===== src/hdl/fdc_config.svh =====
// ==========================================================
// build-time constants for the floppy controller
// include where timer lengths or the image width are needed
// ==========================================================

`ifndef FDC_CONFIG_SVH
`define FDC_CONFIG_SVH

// image RAM address width, 64 KB
`define FDC_IMG_AW 16

// controller timing, all in clk_sys cycles
`define FDC_SETTLE_CYCLES 400
`define FDC_SEARCH_CYCLES 64
`define FDC_BYTE_DELAY 16
`define FDC_WATCHDOG_CYCLES 512

`endif


===== src/hdl/fdc_disk_pkg.sv =====
// ==========================================================
// media-side types: image addressing, geometry, head and
// sector transfer requests passed between controller blocks
// ==========================================================

`default_nettype none

`include "fdc_config.svh"

package fdc_disk_pkg;

	typedef logic [`FDC_IMG_AW-1:0] img_addr_t;

	typedef logic [2:0] size_code_t;

	typedef struct packed {
		logic [7:0]  spt;        // sectors per track
		logic [10:0] sector_len; // bytes per sector
	} geom_t;

	typedef enum logic [1:0] {
		HEAD_RESTORE,
		HEAD_SEEK,
		HEAD_STEP
	} head_op_t;

	typedef struct packed {
		head_op_t   op;
		logic       dir_given; // step carries its own direction
		logic       dir_out;   // out means towards track 0
		logic [7:0] target;
	} head_req_t;

	typedef struct packed {
		img_addr_t   base;
		logic [10:0] length;
		logic        write;
	} xfer_req_t;

endpackage

`default_nettype wire


===== src/hdl/fdc_xfer.sv =====
// ==========================================================
// byte pacing for sector transfers: delay, DRQ, watchdog
// owns image RAM port B during reads and writes
// ==========================================================

`default_nettype none
`timescale 1ns/1ps

`include "fdc_config.svh"

module fdc_xfer import fdc_disk_pkg::*; (
	input  logic       clk_sys,
	input  logic       rst_n,
	input  logic       xfer_start,
	input  xfer_req_t  xfer_req,
	input  logic       xfer_abort,
	input  logic       data_access,
	input  logic [7:0] wdata,
	output logic       drq,
	output logic       lost_pulse,
	output logic       xfer_done,
	output img_addr_t  ram_addr,
	output logic       ram_we,
	output logic [7:0] ram_wdata
);

	localparam int TW = $clog2(`FDC_WATCHDOG_CYCLES);

	typedef enum logic [1:0] {
		X_IDLE,
		X_DELAY, // byte not yet due
		X_WAIT   // DRQ up, watchdog running
	} xfer_state_t;

	xfer_state_t   state;
	img_addr_t     ptr;
	logic [10:0]   left;
	logic          wr_mode;
	logic [TW-1:0] timer;
	logic          take;
	logic          bark;

	assign take = state == X_WAIT && data_access;
	assign bark = state == X_WAIT && !data_access && timer == '0;

	assign ram_addr  = ptr;
	assign ram_we    = take && wr_mode; // missed bytes are never written
	assign ram_wdata = wdata;

	always_ff @(posedge clk_sys or negedge rst_n) begin
		if (!rst_n) begin
			state      <= X_IDLE;
			ptr        <= '0;
			left       <= 11'd0;
			wr_mode    <= 1'b0;
			timer      <= '0;
			drq        <= 1'b0;
			lost_pulse <= 1'b0;
			xfer_done  <= 1'b0;
		end else begin
			lost_pulse <= bark && !xfer_abort;
			xfer_done  <= 1'b0;
			if (xfer_abort) begin
				drq   <= 1'b0;
				state <= X_IDLE;
			end else if (xfer_start) begin
				ptr     <= xfer_req.base;
				left    <= xfer_req.length;
				wr_mode <= xfer_req.write;
				timer   <= TW'(`FDC_BYTE_DELAY - 1);
				state   <= X_DELAY;
			end else begin
				case (state)
					X_DELAY: begin
						if (timer == '0) begin
							drq   <= 1'b1;
							timer <= TW'(`FDC_WATCHDOG_CYCLES - 1);
							state <= X_WAIT;
						end else begin
							timer <= timer - 1'b1;
						end
					end
					X_WAIT: begin
						if (take || bark) begin
							drq <= 1'b0;
							if (left == 11'd1) begin
								xfer_done <= 1'b1;
								state     <= X_IDLE;
							end else begin
								ptr   <= ptr + 1'b1;
								left  <= left - 1'b1;
								timer <= TW'(`FDC_BYTE_DELAY - 1);
								state <= X_DELAY;
							end
						end else begin
							timer <= timer - 1'b1;
						end
					end
					default: ;
				endcase
			end
		end
	end

endmodule

`default_nettype wire


===== config.mk =====
export PLATFORM = sky130hd
export DESIGN_NAME = fdc_xfer
export DESIGN_NICKNAME = d
export VERILOG_FILES = /design/src/hdl/fdc_disk_pkg.sv /design/src/hdl/fdc_xfer.sv
export VERILOG_INCLUDE_DIRS = /design/src /design/src/hdl
export SDC_FILE = /design/constraint.sdc
export NUM_CORES = 1
export LEC_CHECK = 0
export BUFFER_PORTS_ARGS = -buffer_cell sky130_fd_sc_hd__buf_4
export CAP_MARGIN = 25
export CELL_PAD_IN_SITES_DETAIL_PLACEMENT = 0
export CELL_PAD_IN_SITES_GLOBAL_PLACEMENT = 2
export CORE_AREA = 2 2 112 81
export DETAILED_ROUTE_END_ITERATION = 10
export DIE_AREA = 0 0 114 83
export PLACE_DENSITY_LB_ADDON = 0.1
export SETUP_SLACK_MARGIN = 0.3
export SLEW_MARGIN = 20
export SYNTH_ARGS = -nofsm -noshare
export SYNTH_HDL_FRONTEND = slang
export SYNTH_SLANG_ARGS = --single-unit

===== constraint.sdc =====
create_clock -name clk_sys -period 5 [get_ports clk_sys]
set_input_delay 0.5 -clock clk_sys [delete_from_list [all_inputs] [get_ports clk_sys]]
set_output_delay 0.5 -clock clk_sys [all_outputs]
set_load 0.01 [all_outputs]

==> results.ini, run 1 <==
[finish]
nFillCells = 854
post-route-util = 0.396
num_antenna_cells = 0
layout_commonest_cell = buf_4
count_of_nets_after_finishing = 400
final_cells = 458
mostFrequentLayoutCells = buf_4, dfrtp_1, a21oi_1
final_layout_size_suffix_gt1_frac = 0.221
areaGrowthSynthToFinish_pct = 18.3

[synth]
postSynthNetCount = 366
synth-seq-cells = 42
dominantRegCellSynth = dfrtp_1
combinational_family_with_the_most_area_after_synthesis = compound AO/OA/AOI/OAI gates
synthCells = 319
post_synth_instance_area_um2 = 2790
yosys.area.top_type_share = 0.377
avgSynthCellArea_um2 = 8.74
synth_seq_area_share = 0.377
synth_enable_flop_cells = 0
synth_area_leader_cell = dfrtp_1
synthMuxAreaShare = 0.0220
synth_simple_gate_area_frac = 0.254
synthAdderAreaFrac = 0.0269
ys_async_sr_fraction = 1.00
netlist_top_cells_area = dfrtp_1, a21oi_1, nand3_1
yosysWarningCount = 0
ys_types = 62
compound_gate_portion_of_the_synthesized_area = 0.256
post_synth_xor_area_fraction = 0

[clock_tree]
count_of_instances_resized_after_the_clock_tree_is_built = 0
clock_sink_count = 42
htreeDepth = 2
clkSlewWorstSetupHoldPaths_ns = 0.06
tritoncts.num_buffers = 5
cts.root.buffer_cell = clkbuf_16
cts_tree = done
post_cts_hold_buffer_count = 0
number_of_setup_buffers_added_after_cts = 0
insertion_delay_ns = 0.29
clockBufferDepth = 2

[grt]
vias_in_the_first_global_route = 2411
grt_first_pass_wirelength_um = 12600
final_global_route_overflow_total = 0
pin_count_of_the_biggest_net_entering_global_routing = 58
antenna_found_initial = 0
grt_use_total = 0.167

[power]
powerDensity_nw_per_um2 = 328
finalPower_mw = 1.08
irDropWorstVdd_mv = 0.126
static-leakage-power_nw = 1.36

[floorplan]
initial_utilization = 0.334
die_x_um = 114
placement_rows = 28
floorplan.core_area_um2 = 8340
floorplan.die_area_um2 = 9460
die_y_um = 83
io-pin-count = 69

[drt]
detailedRoute.firstPassIterationCount = 4
viasPerCell = 5.63
routed_wire_length_per_instance_um = 16.7
vias = 2579
drt-total-wl_um = 7650
detailedRoute.firstIterationViolations = 221
drt.antenna.violating_nets = 0
drc_viols = 0

[place]
finalWeightedCongestion = 0.753
cell_total_after_placement = 451
port_buffers = 52
detailedPlacementHpwl_um = 5300

[sta]
rsz0062_at_grt = no
report.final.setup_viol = 0
timing.setup.tns_ns = 0
transition_at_the_pin_with_the_smallest_max_transition_slack_ns = 0.906
skew_ns = 0.00550
fin_crit_sh = 0.522
report.final.hold_viol_count = 0
worst_hold_slack_ns = 0.204
achievable-frequency_ghz = 0.383
relSlewSlack = 0.394
final-max-slew-violation-count = 0
period_needed_ns = 2.61

[setup_path]
crit_path_max_incr_delay_ns = 0.78
critPathMaxFanout = 17
critPathCaptureType = flop
slowest_stage = a31oi_2
worstPathCellList = inv_1 -> ha_1 -> nor4b_1 -> a31oi_2 -> nand2_1 -> mux2_2
cp-start-kind = flop
top_cell_family_by_delay_on_the_critical_path = compound AO/OA/AOI/OAI gates
worst-path-buf-inv = 1
required_time_of_the_worst_setup_path_ns = 5.17
worst_r2r_endpoint = wr_mode$_DFFE_PN0P_
critPathArrivalTime_ns = 2.78
timing_worst_setup_path_type = flop to flop
worstReg2RegStart = left[1]$_DFFE_PN0P_
rrSetupSlack_ns = 2.39
r2r_cells = 6

[run]
max_cap_viol_count = 0

[hold_path]
timing.hold.worst.class = input port to asynchronous set/reset pin

[run_status]
result_of_the_run = finished, final reports clean

per-stage QoR:
stage / setup WS [ns] / cell area (µm²)
floorplan: 3.05 / 2790
global placement: 2.19 / 3170
detailed placement: 2.15 / 3170
CTS: 2.40 / 3300
global route: 2.12 / 3300
finish: 2.39 / 3300
area by class of cell:
type | count | area [µm²] | area share
Sequential cell | 42 | 1050 | 0.318
Timing Repair Buffer | 52 | 390 | 0.118
Clock buffer | 7 | 133 | 0.0402
Inverter | 10 | 37.5 | 0.0114
Tap cell | 105 | 131 | 0.0398
Multi-Input combinational cell | 242 | 1560 | 0.472
logic make-up (layout without fill, tap and decap cells):
group | count (synthesis) | after routing
flops | 42 | 42
simple gates | 126 | 126
mux | 6 | 6
buf+inv | 35 | 69
compound gates | 104 | 104
fa+ha+maj | 6 | 6
Yosys cell counts, types with 6 or more instances:
| master | instances |
|---|---|
| dfrtp_1 | 42 |
| o2bb2ai_1 | 7 |
| clkbuf_1 | 11 |
| a21oi_1 | 30 |
| inv_1 | 10 |
| nor4_1 | 6 |
| a21oi_2 | 6 |
| nand2_1 | 23 |
| ha_1 | 6 |
| o21ai_0 | 12 |
| nor2_1 | 23 |
| nand3_1 | 18 |
| buf_4 | 8 |
| o22ai_1 | 7 |
| nor3_1 | 17 |
worst max-delay path by stage:
stage                         start             endpoint  slack [ns]  depth (start not counted)
4_1_cts         left[1]$_DFFE_PN0P_  wr_mode$_DFFE_PN0P_        2.40                          6
3_3_place_gp             xfer_start  wr_mode$_DFFE_PN0P_        2.19                          5
5_1_grt         left[1]$_DFFE_PN0P_  left[1]$_DFFE_PN0P_        2.12                          7
6_report        left[1]$_DFFE_PN0P_  wr_mode$_DFFE_PN0P_        2.39                          6
2_1_floorplan  timer[0]$_DFFE_PN0P_  left[9]$_DFFE_PN0P_        3.05                          8
3_5_place_dp             xfer_start  wr_mode$_DFFE_PN0P_        2.15                          5
where the power goes:
part           internal, mW  switching, mW
Clock                 0.183          0.134
Combinational         0.134          0.144
Sequential            0.398         0.0902
Total                 0.715          0.368
per-layer routing:
metal / up-vias / global-route usage / routed length (µm)
li1: 1272 / - / -
met1: 1229 / 0.262 / 4090
met2: 66 / 0.225 / 3140
met3: 12 / 0.0409 / 352
met4: 0 / 0.0432 / 80
met5: - / 0 / 0
registers in the layout, summed over array words and instances, names as in the netlist:
name and count:
ram_addr 16, left 11, timer 9, state 2, drq 1, lost_pulse 1
wr_mode 1, xfer_done 1
worst reg2reg max path, cell delays in order, from the launching register on:
cell and delay, ns:
dfrtp_1 0.41, inv_1 0.11, ha_1 0.20, nor4b_1 0.16, a31oi_2 0.78, nand2_1 0.44
mux2_2 0.38
Note: power is estimated with default switching activity, not from simulation.
==> inputs of run 2 (changes only) <==
Settings changed: CORE_AREA 2 2 112 81 to 2 2 117 85, DIE_AREA 0 0 114 83 to 0 0 119 87.
Clock period 5 ns to 2.6 ns, I/O delays scaled along.
==> run 2 against run 1 <==
Against the previous run:
- the run now ends with negative hold slack left
- global-route usage shrank 1.3 points
- hold slack got worse by 0.22 ns
- total power grew 96%
- clock power rose by 93%
- via count increased by 1.9%
- setup slack worse by 1.9 ns
- sequential share of layout area is 1.8 points lower
- wire length increased by 8.4%
- critical path type unchanged
==> results.ini, run 2 (synthesis results as in run 1) <==
[clock_tree]
cts.root.buffer_cell = clkbuf_16
clock_sink_count = 42  ; unchanged
clockBufferDepth = 2  ; unchanged
tritoncts.num_buffers = 5  ; unchanged
insertion_delay_ns = 0.28  ; about the same
cts_tree = done
clkSlewWorstSetupHoldPaths_ns = 0.06  ; about the same
htreeDepth = 2  ; unchanged

[floorplan]
floorplan.core_area_um2 = 9350  ; +12%
floorplan.die_area_um2 = 10400  ; +9.4%
io-pin-count = 69  ; unchanged
placement_rows = 30  ; +7.1%
die_y_um = 87  ; +4.8%
die_x_um = 119  ; +4.4%
initial_utilization = 0.298  ; -0.0361

[run_status]
result_of_the_run = finished with violations
violations = negative hold slack

[sta]
relSlewSlack = 0.547  ; +0.153
rsz0062_at_grt = no
fin_crit_sh = 0.823  ; +0.302
period_needed_ns = 2.14  ; -0.468 ns
achievable-frequency_ghz = 0.467  ; +22%
worst_hold_slack_ns = -0.0203  ; -0.224 ns
report.final.hold_viol_count = 42  ; +42
report.final.setup_viol = 0  ; unchanged
fin_ws_ns = 0.459  ; -1.93 ns
skew_ns = 0.00389  ; -0.00161 ns
transition_at_the_pin_with_the_smallest_max_transition_slack_ns = 0.673  ; -0.233 ns
final-max-slew-violation-count = 0  ; unchanged
timing.setup.tns_ns = 0  ; unchanged

[setup_path]
rrSetupSlack_ns = 0.46  ; -1.93 ns
critPathMaxFanout = 14  ; -3
worst_r2r_endpoint = ram_addr[11]$_DFFE_PN0P_
critPathCaptureType = flop
worstReg2RegStart = timer[0]$_DFFE_PN0P_
cp-start-kind = flop
required_time_of_the_worst_setup_path_ns = 2.80  ; -2.37 ns
critPathArrivalTime_ns = 2.34  ; -0.44 ns
r2r_cells = 6  ; unchanged
timing_worst_setup_path_type = flop to flop

[drt]
viasPerCell = 5.27  ; -6.4%
drc_viols = 0  ; unchanged
detailedRoute.firstPassIterationCount = 5  ; +1
vias = 2629  ; +1.9%
drt.antenna.violating_nets = 0  ; unchanged
drt-total-wl_um = 8300  ; +8.4%
routed_wire_length_per_instance_um = 16.6  ; -0.53%
detailedRoute.firstIterationViolations = 162  ; -27%

[finish]
largest_register_ffs = 16  ; unchanged
post-route-util = 0.374  ; -0.0216
num_antenna_cells = 0  ; unchanged
nFillCells = 993  ; +16%
count_of_nets_after_finishing = 418  ; +4.5%
final_layout_size_suffix_gt1_frac = 0.267  ; +0.0459
final_cells = 499  ; +9.0%
areaGrowthSynthToFinish_pct = 25.4
layout_commonest_cell = buf_4
multi_input_area_um2 = 1610  ; +3.1%
mostFrequentLayoutCells = buf_4, dfrtp_1, a21oi_1
layout.area.seq_um2 = 1050  ; unchanged

[grt]
pin_count_of_the_biggest_net_entering_global_routing = 43  ; -26%
final_global_route_overflow_total = 0  ; unchanged
vias_in_the_first_global_route = 2361  ; -2.1%
grt_use_total = 0.154  ; -0.0131
antenna_found_initial = 0  ; unchanged
grt_first_pass_wirelength_um = 12500  ; -0.60%

[power]
static-leakage-power_nw = 1.46  ; +7.6%
powerDensity_nw_per_um2 = 607  ; +85%
irDropWorstVdd_mv = 0.252  ; +100%

[hold_path]
timing.hold.worst.class = input port to asynchronous set/reset pin

[place]
cell_total_after_placement = 483  ; +7.1%
finalWeightedCongestion = 0.764  ; +1.5%
place_ws_ns = 0.345  ; -1.80 ns
detailedPlacementHpwl_um = 5630  ; +6.1%
port_buffers = 52  ; unchanged

[run]
max_cap_viol_count = 0  ; unchanged

## run 2: cell types whose count changed in the layout (fill, tap and decap cells not counted)
cell      before  now
buf_4         52   68
a211oi_1       1    0
a211oi_2       0    1
a31oi_2        1    0
a31oi_4        0    1
and3_2         0    1
ha_1           6    5
ha_2           0    1
nand3_2        1    2
nor4b_1        4    3
nor4b_4        0    1
## run 2: per-layer routing
metal / track usage / up-vias / wire length, µm
met1: 0.234 / 1254 / 4400
met3: 0.0340 / 6 / 323
met2: 0.222 / 63 / 3520
met4: 0.0314 / 0 / 49
li1: - / 1306 / -
met5: 0 / - / 0
## run 2: how the worst max path moves through the flow
stage | startpoint | slack, ns | endpoint
final | timer[0]$_DFFE_PN0P_ | 0.46 | ram_addr[11]$_DFFE_PN0P_
after detailed placement | left[1]$_DFFE_PN0P_ | 0.35 | left[5]$_DFFE_PN0P_
after global routing | left[1]$_DFFE_PN0P_ | 0.30 | left[5]$_DFFE_PN0P_
after CTS | left[1]$_DFFE_PN0P_ | 0.32 | left[5]$_DFFE_PN0P_
after global placement | left[1]$_DFFE_PN0P_ | 0.26 | left[5]$_DFFE_PN0P_
after floorplan | timer[0]$_DFFE_PN0P_ | 0.65 | left[9]$_DFFE_PN0P_
## run 2: area by class of cell
class | count | area share
clock buffers | 7 | 0.0379
flip-flops and latches | 42 | 0.300
repair buffers | 68 | 0.146
inverters | 10 | 0.0107
well taps | 128 | 0.0458
multi-input cells | 244 | 0.459
## run 2: worst max-delay path, stage by stage (launching register included)
cell and delay (ns):
dfrtp_1 0.40, inv_1 0.08, ha_2 0.22, or4b_4 0.49, o21ai_4 0.23, nand3_2 0.36
o21ai_0 0.27
## run 2: stage by stage
| step | area, µm² | total power [mW] |
|---|---|---|
| finish | 3500 | 2.13 |
| global route | 3500 | 2.25 |
| CTS | 3400 | 2.12 |
| detailed placement | 3260 | 1.50 |
| global placement | 3260 | 1.51 |
| floorplan | 2790 | 1.26 |
## run 2: timing repair
item                                    4_1_cts  5_1_grt
buffers inserted                              0        7
hold buffers                                  0        0
endpoints found under the setup margin        0       19
gates resized for setup                       0        5
## run 2: power by group
part           switching [mW]  internal, mW
Combinational           0.291         0.280
Sequential              0.177         0.766
Clock                   0.259         0.352
Total                   0.728          1.40
==> inputs of run 3 (changes only) <==
Clock period 2.6 ns to 2.1 ns, I/O delays scaled along.
==> run 3 against run 2 <==
Against the previous run:
- the run now ends clean
- global-route usage grew 2.6 points
- cell area grew 18%
- setup slack lost 0.33 ns
- hold slack better by 0.17 ns
- flip-flop and latch count stayed put
- critical path type unchanged
- sequential share of layout area down 4.6 points
- clock-buffer cell count stayed put
- wire length increased by 12%
- clock skew up 0.0023 ns
- total power rose by 38%
==> results.ini, run 3 (synthesis results as in run 1) <==
[run_status]
result_of_the_run = finished, final reports clean

[clock_tree]
cts.root.buffer_cell = clkbuf_16
insertion_delay_ns = 0.29  ; about the same
clockBufferDepth = 2  ; unchanged
clkSlewWorstSetupHoldPaths_ns = 0.07  ; about the same
htreeDepth = 2  ; unchanged
tritoncts.num_buffers = 5  ; unchanged
cts_tree = done
clock_sink_count = 42  ; unchanged

[grt]
globalRouteMet1Util = 0.268  ; +0.0331
grtUsageMet2 = 0.269  ; +0.0465
grt_use_total = 0.180  ; +0.0258
top_usage_layer = met2
vias_in_the_first_global_route = 2757  ; +17%
pin_count_of_the_biggest_net_entering_global_routing = 45  ; +4.7%
final_global_route_overflow_total = 0  ; unchanged
groute.layer.met3.usage = 0.0327  ; -0.00131
antenna_found_initial = 0  ; unchanged
grt_first_pass_wirelength_um = 14600  ; +17%

[setup_path]
r2r_cells = 8  ; +2
critPathMaxFanout = 7  ; -7
timing_worst_setup_path_type = flop to flop
critPathCaptureType = flop
critPathArrivalTime_ns = 2.15  ; -0.19 ns
cp-start-kind = flop
required_time_of_the_worst_setup_path_ns = 2.28  ; -0.52 ns

[floorplan]
die_y_um = 87  ; unchanged
placement_rows = 30  ; unchanged
die_x_um = 119  ; unchanged
io-pin-count = 69  ; unchanged
initial_utilization = 0.298  ; unchanged
floorplan.die_area_um2 = 10400  ; unchanged
floorplan.core_area_um2 = 9350  ; unchanged

[sta]
relSlewSlack = 0.598  ; +0.0506
report.final.hold_viol_count = 0  ; -100%
achievable-frequency_ghz = 0.508  ; +8.8%
fin_crit_sh = 0.937  ; +0.114
transition_at_the_pin_with_the_smallest_max_transition_slack_ns = 0.604  ; -0.0696 ns
period_needed_ns = 1.97  ; -0.173 ns
fin_ws_ns = 0.132  ; -0.327 ns
worst_hold_slack_ns = 0.150  ; +0.170 ns
skew_ns = 0.00621  ; +0.00232 ns
final-max-slew-violation-count = 0  ; unchanged
rsz0062_at_grt = yes
report.final.setup_viol = 0  ; unchanged

[drt]
routed_wire_length_per_instance_um = 17.3  ; +4.2%
drt-total-wl_um = 9280  ; +12%
detailedRoute.firstIterationViolations = 168  ; +3.7%
viasPerCell = 5.36  ; +1.7%
drt.antenna.violating_nets = 0  ; unchanged
vias = 2871  ; +9.2%
detailedRoute.firstPassIterationCount = 5  ; unchanged
drc_viols = 0  ; unchanged

[power]
irDropWorstVdd_mv = 0.303  ; +20%
powerDensity_nw_per_um2 = 708  ; +17%
static-leakage-power_nw = 1.69  ; +16%

[hold_path]
timing.hold.worst.class = input port to flop
count_of_cells_along_the_worst_hold_path = 2

[finish]
count_of_nets_after_finishing = 455  ; +8.9%
num_antenna_cells = 0  ; unchanged
final_cells = 536  ; +7.4%
largest_register_ffs = 16  ; unchanged
final_layout_size_suffix_gt1_frac = 0.436  ; +0.169
post-route-util = 0.443  ; +0.0688
areaGrowthSynthToFinish_pct = 48.5
mostFrequentLayoutCells = buf_4, dfrtp_1, nor2_1
layout_commonest_cell = buf_4

[place]
finalWeightedCongestion = 0.788  ; +3.1%
port_buffers = 52  ; unchanged
place_ws_ns = -0.00919  ; -0.354 ns
cell_total_after_placement = 498  ; +3.1%
detailedPlacementHpwl_um = 5920  ; +5.2%

[run]
max_cap_viol_count = 0  ; unchanged

[run 3: area by class of cell]
cell class                      instances  area, µm²
Clock buffer                            7        133
Inverter                               10       37.5
Multi-Input combinational cell        245       1880
Fill cell                             947       5200
Timing Repair Buffer                  104        873
Sequential cell                        42       1050
Tap cell                              128        160
[run 3: metrics by stage]
stage	total power [mW]	TNS, ns	instance area, µm²
detailed placement	1.92	-0.00919	3400
global route	3.12	0	4140
finish	2.93	0	4140
CTS	2.81	0	3840
global placement	1.92	0	3400
floorplan	1.57	0	2810
[run 3: worst paths after layout]
path / startpoint / to / slack, ns
worst min register to register: wr_mode$_DFFE_PN0P_ / wr_mode$_DFFE_PN0P_ / 0.50
worst max-delay path: timer[0]$_DFFE_PN0P_ / ram_addr[6]$_DFFE_PN0P_ / 0.13
worst max register to register: timer[0]$_DFFE_PN0P_ / ram_addr[6]$_DFFE_PN0P_ / 0.13
worst min-delay path: xfer_req[0] / wr_mode$_DFFE_PN0P_ / 0.15
min in group asynchronous: rst_n / ram_addr[11]$_DFFE_PN0P_ / 0.46
max in group asynchronous: rst_n / left[3]$_DFFE_PN0P_ / 1.18
[run 3: what timing repair did]
item | 4_1_cts | 5_1_grt
pin swaps | 14 | 24
setup buffers | 15 | 12
cloned | 3 | 0
gates resized for setup | 34 | 50
hold buffers | 1 | 0
hold endpoints to repair | 42 | 0
endpoints found under the setup margin | 40 | 40
[run 3: routing by layer]
layer  share of wire  wire length (µm)
met1            0.51              4700
met2            0.44              4060
met3           0.048               447
met4          0.0084                78
met5               0                 0
[run 3: report_power, final]
group / internal, mW / total [mW] / switching [mW]
clock network: 0.436 / 0.773 / 0.337
registers: 0.949 / 1.15 / 0.201
logic: 0.521 / 1.01 / 0.488
total: 1.91 / 2.93 / 1.03
[run 3: worst max-delay path, cell delays in order, from the launching register on]
cell	delay, ns
dfrtp_1	0.39
inv_2	0.08
ha_4	0.13
or4b_4	0.48
o21ai_4	0.18
buf_12	0.14
nand3_4	0.14
a21o_1	0.20
o2bb2ai_2	0.11
